`src/hdl/mcycleArithPkg.sv`:
```
package mcycleArithPkg;

    //////////////////////////////
    // Widths
    //////////////////////////////

    // One processor word
    localparam int operandWidth = 32;

    // Upper half carries the partial sum or the partial remainder,
    // lower half the multiplier bits or the quotient bits
    localparam int accWidth = 2 * operandWidth;

    //////////////////////////////
    // Operation
    //////////////////////////////

    typedef enum logic {
        opMul = 1'b0,
        opDiv = 1'b1
    } mcycleOpT;

    //////////////////////////////
    // Request from the processor
    //////////////////////////////

    // Sampled only when a Start is accepted
    typedef struct packed {
        mcycleOpT                op;
        // Multiplicand or dividend
        logic [operandWidth-1:0] operand1;
        // Multiplier or divisor
        logic [operandWidth-1:0] operand2;
    } mcycleReqT;

endpackage

```
`src/hdl/mcycleCtrlPkg.sv`:
```
package mcycleCtrlPkg;

    //////////////////////////////
    // Iteration count
    //////////////////////////////

    // One step per result bit, same for both operations
    localparam int iterCount = mcycleArithPkg::operandWidth;

    // Down-counter must hold iterCount itself
    localparam int iterCountWidth = $clog2(iterCount + 1);

    //////////////////////////////
    // Sequencer states
    //////////////////////////////

    typedef enum logic [1:0] {
        idle    = 2'd0,
        running = 2'd1,
        // Single Done cycle, a new Start may be taken here
        finish  = 2'd2
    } ctrlStateT;

    //////////////////////////////
    // Controller to datapath
    //////////////////////////////

    typedef struct packed {
        // Load operands and operation
        logic init;
        // One shift-add or shift-subtract step
        logic shift;
        // Keep the adder output in this step
        logic write;
    } stepCtrlT;

endpackage

```
`src/hdl/mcycleControl.sv`:
```
`timescale 1ns/100ps

module mcycleControl (
    input  logic                    CLK,
    input  logic                    Reset,
    input  logic                    Start,
    input  logic                    StepDecision,
    output mcycleCtrlPkg::stepCtrlT Step,
    output logic                    Busy,
    output logic                    Done
);

    mcycleCtrlPkg::ctrlStateT state;
    mcycleCtrlPkg::ctrlStateT stateNext;

    logic [mcycleCtrlPkg::iterCountWidth-1:0] iterCnt;

    logic startAccept;
    logic lastIter;
    logic isRunning;

    //////////////////////////////
    // Start acceptance
    //////////////////////////////

    assign isRunning = (state == mcycleCtrlPkg::running);

    // Start is ignored while an operation is in flight
    assign startAccept = Start && !isRunning;

    // Counter sits at one during the final step
    assign lastIter = (iterCnt == mcycleCtrlPkg::iterCountWidth'(1));

    //////////////////////////////
    // State machine
    //////////////////////////////

    always_comb begin
        stateNext = state;
        unique case (state)
            mcycleCtrlPkg::idle,
            mcycleCtrlPkg::finish: begin
                if (startAccept) begin
                    stateNext = mcycleCtrlPkg::running;
                end else begin
                    stateNext = mcycleCtrlPkg::idle;
                end
            end
            mcycleCtrlPkg::running: begin
                if (lastIter) begin
                    stateNext = mcycleCtrlPkg::finish;
                end
            end
            default: begin
                stateNext = mcycleCtrlPkg::idle;
            end
        endcase
    end

    always_ff @(posedge CLK or posedge Reset) begin
        if (Reset) begin
            state <= mcycleCtrlPkg::idle;
        end else begin
            state <= stateNext;
        end
    end

    //////////////////////////////
    // Iteration counter
    //////////////////////////////

    always_ff @(posedge CLK or posedge Reset) begin
        if (Reset) begin
            iterCnt <= '0;
        end else if (startAccept) begin
            iterCnt <= mcycleCtrlPkg::iterCountWidth'(mcycleCtrlPkg::iterCount);
        end else if (isRunning) begin
            iterCnt <= iterCnt - 1'b1;
        end
    end

    //////////////////////////////
    // Outputs
    //////////////////////////////

    always_comb begin
        Step.init  = startAccept;
        Step.shift = isRunning;
        // Datapath tells us whether the adder result is kept
        Step.write = isRunning && StepDecision;
    end

    assign Busy = isRunning;
    assign Done = (state == mcycleCtrlPkg::finish);

    //////////////////////////////
    // Assertions
    //////////////////////////////

    doneSinglePulse: assert property (
        @(posedge CLK) disable iff (Reset)
        Done |=> !Done
    ) else $error("Done held high for two cycles");

    // A load is always followed by stepping, never by a second load
    initThenRun: assert property (
        @(posedge CLK) disable iff (Reset)
        Step.init |=> Step.shift && !Step.init
    ) else $error("Init seen while the operation is running");

    counterNoUnderflow: assert property (
        @(posedge CLK) disable iff (Reset)
        isRunning |-> (iterCnt != '0)
    ) else $error("Iteration counter underflow");

endmodule

```
`src/hdl/mcycleDatapath.sv`:
```
`timescale 1ns/100ps

module mcycleDatapath (
    input  logic                                    CLK,
    input  logic                                    Reset,
    input  mcycleArithPkg::mcycleReqT               Req,
    input  mcycleCtrlPkg::stepCtrlT                 Step,
    output logic                                    StepDecision,
    output logic [mcycleArithPkg::operandWidth-1:0] Result
);

    // Accumulator, upper half is the partial sum or partial remainder
    logic [mcycleArithPkg::accWidth-1:0] acc;

    // Multiplicand or divisor
    logic [mcycleArithPkg::operandWidth-1:0] opnd;

    mcycleArithPkg::mcycleOpT opReg;

    // One extra bit for the shifted remainder in divide
    logic [mcycleArithPkg::operandWidth:0]   addA;
    logic [mcycleArithPkg::operandWidth:0]   addB;
    logic                                    addCin;
    logic [mcycleArithPkg::operandWidth+1:0] addSum;

    logic isDiv;

    assign isDiv = (opReg == mcycleArithPkg::opDiv);

    //////////////////////////////
    // Adder
    //////////////////////////////

    always_comb begin
        if (isDiv) begin
            // Trial subtraction on the remainder shifted left by one
            addA = acc[mcycleArithPkg::accWidth-1:mcycleArithPkg::operandWidth-1];
            addB = ~{1'b0, opnd};
        end else begin
            addA = {1'b0, acc[mcycleArithPkg::accWidth-1:mcycleArithPkg::operandWidth]};
            addB = {1'b0, opnd};
        end
    end

    // Carry in completes the two's complement for subtraction
    assign addCin = isDiv;

    assign addSum = {1'b0, addA} + {1'b0, addB}
                  + {{(mcycleArithPkg::operandWidth + 1){1'b0}}, addCin};

    // Divide keeps the difference when there is no borrow,
    // multiply adds when the current multiplier bit is set
    assign StepDecision = isDiv ? addSum[mcycleArithPkg::operandWidth+1] : acc[0];

    //////////////////////////////
    // Accumulator and operation
    //////////////////////////////

    always_ff @(posedge CLK or posedge Reset) begin
        if (Reset) begin
            acc   <= '0;
            opReg <= mcycleArithPkg::opMul;
        end else if (Step.init) begin
            opReg <= Req.op;
            // Dividend or multiplier goes to the low half
            if (Req.op == mcycleArithPkg::opDiv) begin
                acc <= {{mcycleArithPkg::operandWidth{1'b0}}, Req.operand1};
            end else begin
                acc <= {{mcycleArithPkg::operandWidth{1'b0}}, Req.operand2};
            end
        end else if (Step.shift) begin
            if (isDiv) begin
                // Shift left, quotient bit enters at the bottom
                if (Step.write) begin
                    acc <= {addSum[mcycleArithPkg::operandWidth-1:0],
                            acc[mcycleArithPkg::operandWidth-2:0], 1'b1};
                end else begin
                    acc <= {acc[mcycleArithPkg::accWidth-2:0], 1'b0};
                end
            end else begin
                // Sum with its carry lands above the low half, then shift right
                if (Step.write) begin
                    acc <= {addSum[mcycleArithPkg::operandWidth:0],
                            acc[mcycleArithPkg::operandWidth-1:1]};
                end else begin
                    acc <= {1'b0, acc[mcycleArithPkg::accWidth-1:1]};
                end
            end
        end
    end

    // Operand register
    always_ff @(posedge CLK) begin
        if (Step.init) begin
            if (Req.op == mcycleArithPkg::opDiv) begin
                opnd <= Req.operand2;
            end else begin
                opnd <= Req.operand1;
            end
        end
    end

    // Low product word or quotient, held once stepping stops
    assign Result = acc[mcycleArithPkg::operandWidth-1:0];

    //////////////////////////////
    // Assertions
    //////////////////////////////

    opStableWhileStepping: assert property (
        @(posedge CLK) disable iff (Reset)
        Step.shift && $past(Step.shift) |-> $stable(opReg)
    ) else $error("Captured operation changed during stepping");

endmodule

```
`src/hdl/mcycleUnit.sv`:
```
`timescale 1ns/100ps

module mcycleUnit (
    input  logic                                    CLK,
    input  logic                                    Reset,
    input  logic                                    Start,
    input  mcycleArithPkg::mcycleReqT               Req,
    output logic [mcycleArithPkg::operandWidth-1:0] Result,
    output logic                                    Busy,
    output logic                                    Done
);

    //////////////////////////////
    // Internal links
    //////////////////////////////

    // Step strobes towards the datapath
    mcycleCtrlPkg::stepCtrlT step;

    // Add or keep-difference decision back to the controller
    logic stepDecision;

    //////////////////////////////
    // Sequencer
    //////////////////////////////

    mcycleControl control (
        .CLK          (CLK),
        .Reset        (Reset),
        .Start        (Start),
        .StepDecision (stepDecision),
        .Step         (step),
        .Busy         (Busy),
        .Done         (Done)
    );

    //////////////////////////////
    // Arithmetic
    //////////////////////////////

    mcycleDatapath datapath (
        .CLK          (CLK),
        .Reset        (Reset),
        .Req          (Req),
        .Step         (step),
        .StepDecision (stepDecision),
        .Result       (Result)
    );

endmodule

```
`config.mk`:
```
export PLATFORM = sky130hd
export DESIGN_NAME = mcycleUnit
export DESIGN_NICKNAME = d
export VERILOG_FILES = /design/src/hdl/mcycleArithPkg.sv /design/src/hdl/mcycleCtrlPkg.sv /design/src/hdl/mcycleControl.sv /design/src/hdl/mcycleDatapath.sv /design/src/hdl/mcycleUnit.sv
export SDC_FILE = /design/constraint.sdc
export NUM_CORES = 1
export LEC_CHECK = 0
export CORE_MARGIN = 4
export CORE_UTILIZATION = 36
export CTS_CLUSTER_SIZE = 24
export DETAILED_ROUTE_END_ITERATION = 12
export DONT_BUFFER_PORTS = 1
export GPL_TIMING_DRIVEN = 0
export PLACE_DENSITY = 0.55
export SKIP_CTS_REPAIR_TIMING = 1
export SLEW_MARGIN = 10
export SYNTH_ARGS = -nofsm -noshare
export SYNTH_HDL_FRONTEND = slang
export SYNTH_SLANG_ARGS = --single-unit
```
`constraint.sdc`:
```
create_clock -name CLK -period 5.59 [get_ports CLK]
set_input_delay 0.559 -clock CLK [delete_from_list [all_inputs] [get_ports CLK]]
set_output_delay 0.559 -clock CLK [all_outputs]
set_load 0.005 [all_outputs]
```
Yosys cells after proc, flatten, opt, wreduce, memory -nomap -nowiden
Index checks and enable logic that the tools add are counted.

Bits in registers: 105. Bits of input ports: 68. Output and inout bits: 34. Word-level logic and storage cells: 34.

$add $sub $neg: 3. Equality and inequality tests: 4. Mux-type cells: 15. Bitwise operators: 1. Reductions and logical operators: 6.

Operators by type and width (count): 64-bit 2-to-1 mux (5); 33-bit 2-to-1 mux (2); 32-bit 2-to-1 mux (2); 33-bit by 33-bit adder with 34-bit output (1); 34-bit by 1-bit adder with 34-bit output (1); 32-bit NOT with 33-bit output (1); 6-bit 2-to-1 mux (2); 6-bit by 1-bit == test with 1-bit output, second input constant (1); 6-bit by 1-bit subtractor with 6-bit output, second input constant (1); 2-bit case mux with 2 select lines (1); 2-bit by 1-bit == test with 1-bit output, second input constant (1); 2-bit == test, second input constant (1); 1-bit logical AND (2); 2-bit logical NOT (1); 1-bit 2-to-1 mux (2); 2-bit 2-to-1 mux (1); 2-bit by 1-bit != test with 1-bit output, second input constant (1); 2-bit nonzero test (1); 2-bit OR reduction (1); 1-bit logical NOT (1).

Longest topological paths before layout
Gate-level depths: netlist of run 1.

Depth in word-level cells: 10. Gate-level depth with buffers: 18.

Hierarchy
A second synthesis of run 1 with hierarchy kept.

Cells, all modules: 959. Area, all modules: 8765.9 sq um.

Modules (own cells, without submodules): mcycleDatapath (times used 1, cells each 915, area each 8306.7 sq um, seq. area each 2587.5 sq um); mcycleControl (times used 1, cells each 44, area each 459.2 sq um, seq. area each 200.2 sq um).

Worst setup path after synthesis of run 1
OpenSTA, ideal clock, no wires.

Path type: register -> register. Start point: register datapath.opReg (netlist: datapath.addCin). End point: register datapath.acc[47] (netlist name). Setup time: 0.126 ns. Arrival time: 3.811 ns. Slack: 1.653 ns. Stages on the path, launching flop included: 16. Path buffers: 5. Cell sequence: dfrtp_1 -> buf_4 -> clkbuf_1 -> buf_2 -> buf_1 -> xor2_1 -> ha_1 -> a2111oi_2 -> o21ai_1 -> nand4_1 -> a311oi_1 -> or4_4 -> o21a_4 -> buf_6 -> mux2_4 -> a221o_1.

Cells in the longest elaborated chain, start to end: 9. Elaborated cells between the ends (all ways): 11.

RTL lines: from (decl) (RTL line mcycleDatapath.sv:18) `mcycleArithPkg::mcycleOpT opReg;`; from (signal assigned) (RTL line mcycleDatapath.sv:62) `opReg <= mcycleArithPkg::opMul;`; from (signal assigned) (RTL line mcycleDatapath.sv:64) `opReg <= Req.op;`; 33-bit 2-to-1 mux (RTL line mcycleDatapath.sv:35) `if (isDiv) begin`; 33-bit by 33-bit adder with 34-bit output (RTL line mcycleDatapath.sv:48) `assign addSum = {1'b0, addA} + {1'b0, addB}`; 34-bit by 1-bit adder with 34-bit output (RTL line mcycleDatapath.sv:49) `+ {{(mcycleArithPkg::operandWidth + 1){1'b0}}, addCin};`; 1-bit 2-to-1 mux (RTL line mcycleDatapath.sv:53) `assign StepDecision = isDiv ? addSum[mcycleArithPkg::operandWidth+1] : acc[0];`; 1-bit logical AND (RTL line mcycleControl.sv:90) `Step.write = isRunning && StepDecision;`; 64-bit 2-to-1 mux, on equally long branches (RTL line mcycleDatapath.sv:82, mcycleDatapath.sv:74); 64-bit 2-to-1 mux * (RTL line mcycleDatapath.sv:72) `if (isDiv) begin`; 64-bit 2-to-1 mux * (RTL line mcycleDatapath.sv:71) `end else if (Step.shift) begin`; 64-bit 2-to-1 mux * (RTL line mcycleDatapath.sv:63) `end else if (Step.init) begin`; to (signal assigned) (RTL line mcycleDatapath.sv:67) `acc <= {{mcycleArithPkg::operandWidth{1'b0}}, Req.operand1};`; to (signal assigned) (RTL line mcycleDatapath.sv:75) `acc <= {addSum[mcycleArithPkg::operandWidth-1:0],`; to (signal assigned) (RTL line mcycleDatapath.sv:83) `acc <= {addSum[mcycleArithPkg::operandWidth:0],`; to (decl) (RTL line mcycleDatapath.sv:13) `logic [mcycleArithPkg::accWidth-1:0] acc;`.

Every way passes the cells marked *; elsewhere a longest branch is shown, timed or not. The select of a mux whose other input is x is not followed. A chain may end at the register's enable or synchronous reset.

Final worst setup path of run 1
Start point: register datapath.opReg (netlist: datapath.addCin). End point: register datapath.acc[59] (netlist name).

Same word-level chain as after synthesis.

==> results of run 1 <==
## power groups by stage
stage,registers [uW],logic (uW),clock network (uW)
after floorplan,1180,1990,0
after global placement,1280,2460,0
after detailed placement,1280,2470,0
after CTS,1270,2480,623
after global routing,1310,2770,656
final,1280,2500,615
## critical path, stage by stage, from the launching register on
cell and delay, ns:
sky130_fd_sc_hd__dfrtp_1 0.32, sky130_fd_sc_hd__buf_4 0.21, sky130_fd_sc_hd__clkbuf_1 0.51, sky130_fd_sc_hd__buf_2 0.42, sky130_fd_sc_hd__buf_1 0.53, sky130_fd_sc_hd__xor2_1 0.15
sky130_fd_sc_hd__ha_1 0.30, sky130_fd_sc_hd__buf_2 0.21, sky130_fd_sc_hd__and3_1 0.25, sky130_fd_sc_hd__nand4_1 0.11, sky130_fd_sc_hd__a211oi_1 0.44, sky130_fd_sc_hd__nor3_1 0.14
sky130_fd_sc_hd__o21ai_0 0.53, sky130_fd_sc_hd__a21oi_1 0.24, sky130_fd_sc_hd__o31ai_1 0.30, sky130_fd_sc_hd__xnor2_1 0.20, sky130_fd_sc_hd__o211ai_1 0.11
## registers in the layout (all words and copies together), names as in the netlist
| name | flops |
|---|---|
| datapath.acc | 64 |
| datapath.opnd | 32 |
| control.iterCnt | 6 |
| control.state | 2 |
| datapath.addCin | 1 |
## layer usage
layer / up-vias / wire, um
li1: 3316 / -
met1: 3329 / 11610
met2: 231 / 11300
met3: 21 / 1584
met4: 0 / 234
met5: - / 0
## through the flow
step                  util  hold WS (ns)  std cells  instance area (um^2)
floorplan                -        0.4643        894                  8391
global placement    0.3856        0.4847       1207                  8782
CTS                 0.3999        0.1148       1225                  9110
global route        0.3999        0.1325       1225                  9110
finish              0.3999       0.09595       1225                  9110
detailed placement  0.3881        0.4907       1209                  8840
## final cells by class
cell class | instances | share of cell area
Buffer | 85 | 0.05123
Clock buffer | 9 | 0.02472
Clock inverter | 7 | 0.004944
Inverter | 19 | 0.008103
Multi-Input combinational cell | 685 | 0.5568
Sequential cell | 105 | 0.3060
Tap cell | 313 | 0.04299
Timing Repair Buffer | 2 | 0.005219
## layout by cell type, fill, tap and decap left out, types with 9 or more instances in the layout
cell type,netlist,routed
sky130_fd_sc_hd__buf_1,13,13
sky130_fd_sc_hd__a221oi_1,9,9
sky130_fd_sc_hd__clkbuf_16,0,9
sky130_fd_sc_hd__nand3_1,15,15
sky130_fd_sc_hd__buf_4,33,33
sky130_fd_sc_hd__mux2_2,58,58
sky130_fd_sc_hd__nand2b_1,12,12
sky130_fd_sc_hd__dfrtp_1,73,73
sky130_fd_sc_hd__nor2_1,26,25
sky130_fd_sc_hd__ha_1,33,33
sky130_fd_sc_hd__xor2_1,44,44
sky130_fd_sc_hd__a21o_1,11,11
sky130_fd_sc_hd__nor3_1,17,17
sky130_fd_sc_hd__nand2_1,94,94
sky130_fd_sc_hd__o21ai_0,68,68
sky130_fd_sc_hd__a21oi_1,45,45
sky130_fd_sc_hd__xnor2_1,15,15
sky130_fd_sc_hd__clkbuf_1,30,30
sky130_fd_sc_hd__and3_1,10,10
sky130_fd_sc_hd__a211oi_1,9,9
sky130_fd_sc_hd__o211ai_1,45,45
sky130_fd_sc_hd__edfxtp_1,32,32
sky130_fd_sc_hd__inv_1,17,16
sky130_fd_sc_hd__mux2i_1,72,72
## synthesized netlist by cell type (all sizes together), types with 4 or more instances
master  instances  area [um^2]
a211o           5        43.79
a211oi          9        67.56
a21boi          5        37.54
a21o           11        82.58
a21oi          46        234.0
a221o           4        40.04
a221oi          9        78.83
and2            7        43.79
and3           10        62.56
buf            55        354.1
clkbuf         30        112.6
dfrtp          73         1827
edfxtp         32        960.9
ha             33        412.9
inv            17        63.81
mux2           59        668.1
mux2i          72        720.7
nand2          94        352.8
nand2b         12        75.07
nand3          15        75.07
nand4           5        31.28
nor2           28        110.1
nor2b           8        50.05
nor3           17        85.08
o211ai         45        337.8
o21a            7        60.05
o21ai          69        345.3
o21bai          5        37.54
o221ai          4        35.03
xnor2          15        131.4
xor2           44        385.4
## final timing paths
path / end / slack [ns] / depth (start not counted)
min: datapath.acc[3] / 0.1 / 1
min reg2reg: control.state[0] / 0.50 / 1
max in group asynchronous: datapath.acc[61] / 4.90 / 2
max: datapath.acc[59] / 0.47 / 16
max reg2reg: datapath.acc[59] / 0.47 / 16
min in group CLK: datapath.opnd[24] / 0.41 / 1
## cells by family after synthesis
family,share of synthesized area
AO/OA/AOI/OAI,0.2016
AND/OR/NAND/NOR,0.1153
multiplexers,0.1736
flip-flops,0.3322
buffers and inverters,0.06412
XOR/XNOR,0.06159
adder cells (fa/ha/maj),0.05160
==> impl_metrics.prom, run 1 <==
# TYPE chip_impl_metric gauge
chip_impl_metric{name="multiInputGateArea",unit="mm^2"} 0.005072
chip_impl_metric{name="switching_share",unit=""} 0.4422
chip_impl_info{name="worst_hold_path_type",value="in -> async"} 1
chip_impl_metric{name="grt_pass1_wl",unit="mm"} 39.41
chip_impl_metric{name="synthesis_to_layout_area_growth",unit="%"} 8.574
chip_impl_metric{name="hold_viol",unit=""} 0
chip_impl_info{name="critical_path.startpoint_type",value="flop"} 1
chip_impl_metric{name="clock-skew-final",unit="ns"} 0.01663
chip_impl_metric{name="grtUsageMet1",unit=""} 0.2677
chip_impl_metric{name="drt-wirelength-per-cell",unit="um"} 20.18
chip_impl_metric{name="synthesis.instances",unit=""} 894
chip_impl_metric{name="finalCritPeriodShare",unit=""} 0.9163
chip_impl_metric{name="p_leak",unit="uW"} 0.003650
chip_impl_metric{name="gr-usage-met2",unit=""} 0.3064
chip_impl_metric{name="gr-total-overflow",unit=""} 0
chip_impl_metric{name="worst_slew_pin_slew",unit="ns"} 0.8439
chip_impl_metric{name="regArea",unit="mm^2"} 0.002788
chip_impl_metric{name="gp_congestion",unit=""} 0.8749
chip_impl_metric{name="maximum_fanout_count_along_the_critical_path",unit=""} 10
chip_impl_metric{name="first_global_vias",unit=""} 6948
chip_impl_metric{name="dr_total_vias",unit=""} 6897
chip_impl_metric{name="antenna_cells_inserted",unit=""} 0
chip_impl_metric{name="min_period",unit="ns"} 5.122
chip_impl_metric{name="comb_power_share",unit=""} 0.570
chip_impl_metric{name="final-max-slew-violation-count",unit=""} 0
chip_impl_metric{name="number_of_antenna_violations_at_the_first_check_in_global_routing",unit=""} 0
chip_impl_metric{name="final_net_count",unit=""} 1009
chip_impl_metric{name="detailedPlace.worstSlack",unit="ns"} 0.5047
chip_impl_metric{name="route.antenna.remaining_nets",unit=""} 0
chip_impl_metric{name="die-width",unit="um"} 160.7
chip_impl_metric{name="critical_path_required",unit="ns"} 5.83
chip_impl_metric{name="cts.htree.levels",unit=""} 3
chip_impl_metric{name="drt_wl_total",unit="mm"} 24.72
chip_impl_metric{name="synthesis.nets",unit=""} 996
chip_impl_metric{name="detailed_place_hpwl",unit="mm"} 18.84
chip_impl_info{name="setup_repair_after_global_routing_missed_its_margin",value="no"} 1
chip_impl_info{name="crit_start",value="datapath.addCin"} 1
chip_impl_metric{name="mappedNetlistArea",unit="mm^2"} 0.008391
chip_impl_metric{name="grtUsageTotal",unit=""} 0.1904
chip_impl_metric{name="cts_max_path_buffers",unit=""} 2
chip_impl_metric{name="remaining_design_rule_violation_count",unit=""} 0
chip_impl_metric{name="irDropWorstVdd",unit="V"} 0.0001883
chip_impl_metric{name="switching_power",unit="uW"} 1944
chip_impl_metric{name="cts_made_buffers",unit=""} 9
chip_impl_metric{name="finalPower",unit="uW"} 4396
chip_impl_info{name="path_class",value="reg -> reg"} 1
chip_impl_metric{name="grt_util_met3",unit=""} 0.04080
chip_impl_metric{name="sequential_cell_area_fraction_in_the_yosys_report",unit=""} 0.3322
chip_impl_metric{name="synth_cell_types",unit=""} 70
chip_impl_metric{name="drt_pre_antenna_iters",unit=""} 5
chip_impl_metric{name="arrival_time_worst_endpoint",unit="ns"} 5.36
chip_impl_metric{name="max_clock_freq",unit="GHz"} 0.1952
chip_impl_metric{name="dieHeight",unit="um"} 160.7
chip_impl_metric{name="maximum_number_of_pins_on_one_net_before_global_route_repair",unit=""} 40
chip_impl_metric{name="setup_violations",unit=""} 0
chip_impl_info{name="outcome",value="finished, final reports clean"} 1
chip_impl_info{name="synth-main-ff-cell",value="sky130_fd_sc_hd__dfrtp_1"} 1
chip_impl_metric{name="worst_slack",unit="ns"} 0.4677
chip_impl_metric{name="nFillCells",unit=""} 2282
chip_impl_metric{name="fp-row-count",unit=""} 55
chip_impl_metric{name="setup-tns-final",unit="ns"} 0
chip_impl_metric{name="ys.warnings.count",unit=""} 0
chip_impl_info{name="clock-root-buffer",value="sky130_fd_sc_hd__clkbuf_16"} 1
chip_impl_metric{name="seq_power_share",unit=""} 0.291
chip_impl_metric{name="asyncSetResetFlopFracSynth",unit=""} 0.6952
chip_impl_info{name="critPathCaptureType",value="flop"} 1
chip_impl_metric{name="clk_pin_slew_worst_paths",unit="ns"} 0.08
chip_impl_metric{name="design.die.area",unit="mm^2"} 0.02581
chip_impl_metric{name="maxCapViolations",unit=""} 0
chip_impl_metric{name="placeable_core_region",unit="mm^2"} 0.02278
chip_impl_metric{name="power.internal",unit="uW"} 2452
chip_impl_metric{name="worst_slew_margin_rel",unit=""} 0.4374
chip_impl_metric{name="share_clk_of_total_power",unit=""} 0.140
chip_impl_metric{name="avgViaCountPerCell",unit=""} 5.630
chip_impl_metric{name="clock_sinks",unit=""} 105
chip_impl_metric{name="placement.io_buffers",unit=""} 0
chip_impl_metric{name="synth-edff-count",unit=""} 32
chip_impl_metric{name="dr.first_iter.drc_count",unit=""} 487
chip_impl_metric{name="synth_seq_cells",unit=""} 105
chip_impl_info{name="tritoncts",value="done"} 1
chip_impl_metric{name="synth.avg_cell_area",unit="um^2"} 9.385
chip_impl_metric{name="power.density_cell_area",unit="mW/mm^2"} 482.5
chip_impl_metric{name="final_layout_size_suffix_gt1_frac",unit=""} 0.1404
chip_impl_metric{name="starting_density_of_the_core",unit=""} 0.3684
chip_impl_metric{name="io_pins",unit=""} 102
chip_impl_info{name="worst_r2r_startpoint",value="datapath.addCin"} 1
chip_impl_metric{name="clk-insertion-delay-late",unit="ns"} 0.37
chip_impl_info{name="routing_layer_with_the_top_usage_in_global_route",value="met2"} 1
Power figures use the tool's default switching activity.
==> run 2, diff against run 1 <==
- CTS_BUF_LIST: not set -> sky130_fd_sc_hd__clkbuf_16
- GPL_TIMING_DRIVEN: 0 -> not set
==> run 2 against run 1 <==
Against the previous run: design area fell by 4.6%; critical path depth shrank 4; non-clock buffer count decreased by 79; global-route usage decreased by 2.8 points; maximum frequency grew 11%; combinational power down 8.4%; clock skew down 0.0024 ns.
==> impl_metrics.prom, run 2 (same netlist as run 1, synthesis figures left out) <==
# TYPE chip_impl_metric gauge
chip_impl_info{name="tritoncts",value="done"} 1
chip_impl_metric{name="cts.htree.levels",unit=""} 3
chip_impl_metric{name="number_of_antenna_violations_at_the_first_check_in_global_routing",unit=""} 1
chip_impl_metric{name="placeable_core_region",unit="mm^2"} 0.02278
chip_impl_metric{name="number_of_flip_flops_under_the_largest_register_name",unit=""} 64
chip_impl_metric{name="p_leak",unit="uW"} 0.003449
chip_impl_metric{name="worst_slew_margin_rel",unit=""} 0.3575
chip_impl_metric{name="placed_instance_area",unit="mm^2"} 0.008391
chip_impl_metric{name="finalNonFillerCells",unit=""} 1146
chip_impl_info{name="worst_setup_path_endpoint",value="datapath.acc[62]"} 1
chip_impl_info{name="path_class",value="reg -> reg"} 1
chip_impl_metric{name="route.antenna.remaining_nets",unit=""} 0
chip_impl_info{name="setup_repair_after_global_routing_missed_its_margin",value="no"} 1
chip_impl_metric{name="clock-skew-final",unit="ns"} 0.01426
chip_impl_metric{name="critical_path_required",unit="ns"} 5.83
chip_impl_info{name="layout.cells.most_common_list",value="sky130_fd_sc_hd__nand2_1 (94), sky130_fd_sc_hd__mux2i_1 (72), sky130_fd_sc_hd__dfrtp_1 (72), sky130_fd_sc_hd__o21ai_0 (68), sky130_fd_sc_hd__mux2_2 (58)"} 1
chip_impl_metric{name="drt_pre_antenna_iters",unit=""} 5
chip_impl_metric{name="dr.first_iter.drc_count",unit=""} 612
chip_impl_info{name="critical_path.startpoint_type",value="flop"} 1
chip_impl_metric{name="remaining_design_rule_violation_count",unit=""} 0
chip_impl_metric{name="worst_slew_pin_slew",unit="ns"} 0.9638
chip_impl_metric{name="dieHeight",unit="um"} 160.7
chip_impl_info{name="outcome",value="finished, final reports clean"} 1
chip_impl_info{name="worst_r2r_startpoint",value="datapath.addCin"} 1
chip_impl_metric{name="cts_made_buffers",unit=""} 9
chip_impl_metric{name="drt_wl_total",unit="mm"} 21.08
chip_impl_metric{name="maximum_fanout_count_along_the_critical_path",unit=""} 68
chip_impl_metric{name="arrival_time_worst_endpoint",unit="ns"} 4.86
chip_impl_metric{name="clock_sinks",unit=""} 105
chip_impl_info{name="crit_start",value="datapath.addCin"} 1
chip_impl_metric{name="design.die.area",unit="mm^2"} 0.02581
chip_impl_metric{name="max_clock_freq",unit="GHz"} 0.2162
chip_impl_info{name="biggestRegsByFlops",value="datapath.acc x64, datapath.opnd x32, control.iterCnt x6"} 1
chip_impl_metric{name="dr_total_vias",unit=""} 6458
chip_impl_metric{name="starting_density_of_the_core",unit=""} 0.3684
chip_impl_metric{name="worstRegToRegCells",unit=""} 12
chip_impl_metric{name="instance_count_after_placement_with_tap_cells_included",unit=""} 1130
chip_impl_metric{name="final_layout_size_suffix_gt1_frac",unit=""} 0.1140
chip_impl_metric{name="detailedPlace.worstSlack",unit="ns"} 1.031
chip_impl_info{name="worst_hold_path_type",value="in -> async"} 1
chip_impl_metric{name="setup_violations",unit=""} 0
chip_impl_metric{name="grtUsageTotal",unit=""} 0.1622
chip_impl_metric{name="maxCapViolations",unit=""} 0
chip_impl_metric{name="maximum_number_of_pins_on_one_net_before_global_route_repair",unit=""} 89
chip_impl_metric{name="antenna_cells_inserted",unit=""} 0
chip_impl_metric{name="io_pins",unit=""} 102
chip_impl_metric{name="post-route-cell-area",unit="mm^2"} 0.008691
chip_impl_info{name="mostFrequentLayoutCell",value="sky130_fd_sc_hd__nand2_1"} 1
chip_impl_metric{name="clk-insertion-delay-late",unit="ns"} 0.36
chip_impl_metric{name="min_period",unit="ns"} 4.625
chip_impl_metric{name="finalCritPeriodShare",unit=""} 0.8274
chip_impl_info{name="registers.top_by_ff_count",value="datapath.acc"} 1
chip_impl_metric{name="gp_congestion",unit=""} 0.8770
chip_impl_metric{name="drt-wirelength-per-cell",unit="um"} 18.40
chip_impl_metric{name="gr-total-overflow",unit=""} 0
chip_impl_metric{name="rrSetupSlack",unit="ns"} 0.96
chip_impl_metric{name="irDropWorstVdd",unit="V"} 0.0002081
chip_impl_metric{name="detailed_place_hpwl",unit="mm"} 15.41
chip_impl_metric{name="hold_viol",unit=""} 0
chip_impl_metric{name="final_net_count",unit=""} 930
chip_impl_metric{name="fp-row-count",unit=""} 55
chip_impl_metric{name="setup-tns-final",unit="ns"} 0
chip_impl_metric{name="synthesis_to_layout_area_growth",unit="%"} 3.579
chip_impl_metric{name="clk_pin_slew_worst_paths",unit="ns"} 0.08
chip_impl_metric{name="final-max-slew-violation-count",unit=""} 0
chip_impl_metric{name="power.density_cell_area",unit="mW/mm^2"} 493.8
chip_impl_info{name="critPathCaptureType",value="flop"} 1
chip_impl_info{name="clock-root-buffer",value="sky130_fd_sc_hd__clkbuf_16"} 1
chip_impl_info{name="r2r_end",value="datapath.acc[62]"} 1
chip_impl_metric{name="first_global_vias",unit=""} 6182
chip_impl_metric{name="die-width",unit="um"} 160.7
chip_impl_metric{name="finalPower",unit="uW"} 4291
chip_impl_metric{name="placement.io_buffers",unit=""} 0
chip_impl_metric{name="worst_slack",unit="ns"} 0.9648
chip_impl_metric{name="cts_max_path_buffers",unit=""} 2
chip_impl_metric{name="avgViaCountPerCell",unit=""} 5.635
chip_impl_metric{name="grt_pass1_wl",unit="mm"} 34.39
[run 2: cell count changes in the layout (fill, tap and decap cells not counted), sizes merged]
cell and delta:
buf -49, clkbuf -30, clkinv -4, inv +3, bufinv +1
[run 2: worst min path at each step]
stage	startpoint	end	slack [ns]	depth (start not counted)
final	Reset	datapath.acc[4]	0.37	2
after global routing	Start	datapath.acc[23]	0.37	2
after CTS	Start	datapath.acc[26]	0.37	2
after detailed placement	control.iterCnt[4]	control.iterCnt[4]	0.49	2
after global placement	control.iterCnt[4]	control.iterCnt[4]	0.49	2
after floorplan	control.iterCnt[4]	control.iterCnt[4]	0.46	2
[run 2: worst max-delay path: stages (launching register included)]
cell,delay [ns]
sky130_fd_sc_hd__dfrtp_4,0.98
sky130_fd_sc_hd__buf_4,0.33
sky130_fd_sc_hd__mux2_2,0.36
sky130_fd_sc_hd__ha_1,0.36
sky130_fd_sc_hd__nand4_1,0.18
sky130_fd_sc_hd__nor3_1,0.30
sky130_fd_sc_hd__nand2_1,0.11
sky130_fd_sc_hd__a211o_1,0.24
sky130_fd_sc_hd__a21oi_1,0.24
sky130_fd_sc_hd__o21a_4,0.55
sky130_fd_sc_hd__and2_0,0.40
sky130_fd_sc_hd__a21oi_1,0.12
sky130_fd_sc_hd__a32o_1,0.26
[run 2: layout make-up]
cell class,count,area (um^2)
Fill cell,2333,14090
Multi-Input combinational cell,685,5075
Sequential cell,105,2791
Tap cell,313,391.6
Clock buffer,9,225.2
Clock inverter,7,75.07
Inverter,19,72.57
Timing Repair Buffer,8,60.06
[run 2: power breakdown]
group | internal (uW) | switching (uW)
Clock | 353 | 305
Sequential | 1010 | 339
Combinational | 1020 | 1270
Total | 2380 | 1920
[run 2: metal layers]
| metal | vias up | track usage | share of wire |
|---|---|---|---|
| met5 | - | 0 | 0 |
| met4 | 0 | 0.03285 | 0.0099 |
| met3 | 20 | 0.03208 | 0.063 |
| met2 | 184 | 0.2379 | 0.43 |
| met1 | 3090 | 0.2474 | 0.49 |
| li1 | 3164 | - | - |
[run 2: per-stage QoR]
step | utilization | hold WS [ns]
2_1_floorplan | - | 0.4643
3_3_place_gp | 0.3684 | 0.4878
3_5_place_dp | 0.3684 | 0.4944
4_1_cts | 0.3815 | 0.3671
5_1_grt | 0.3815 | 0.3700
6_report | 0.3815 | 0.3738
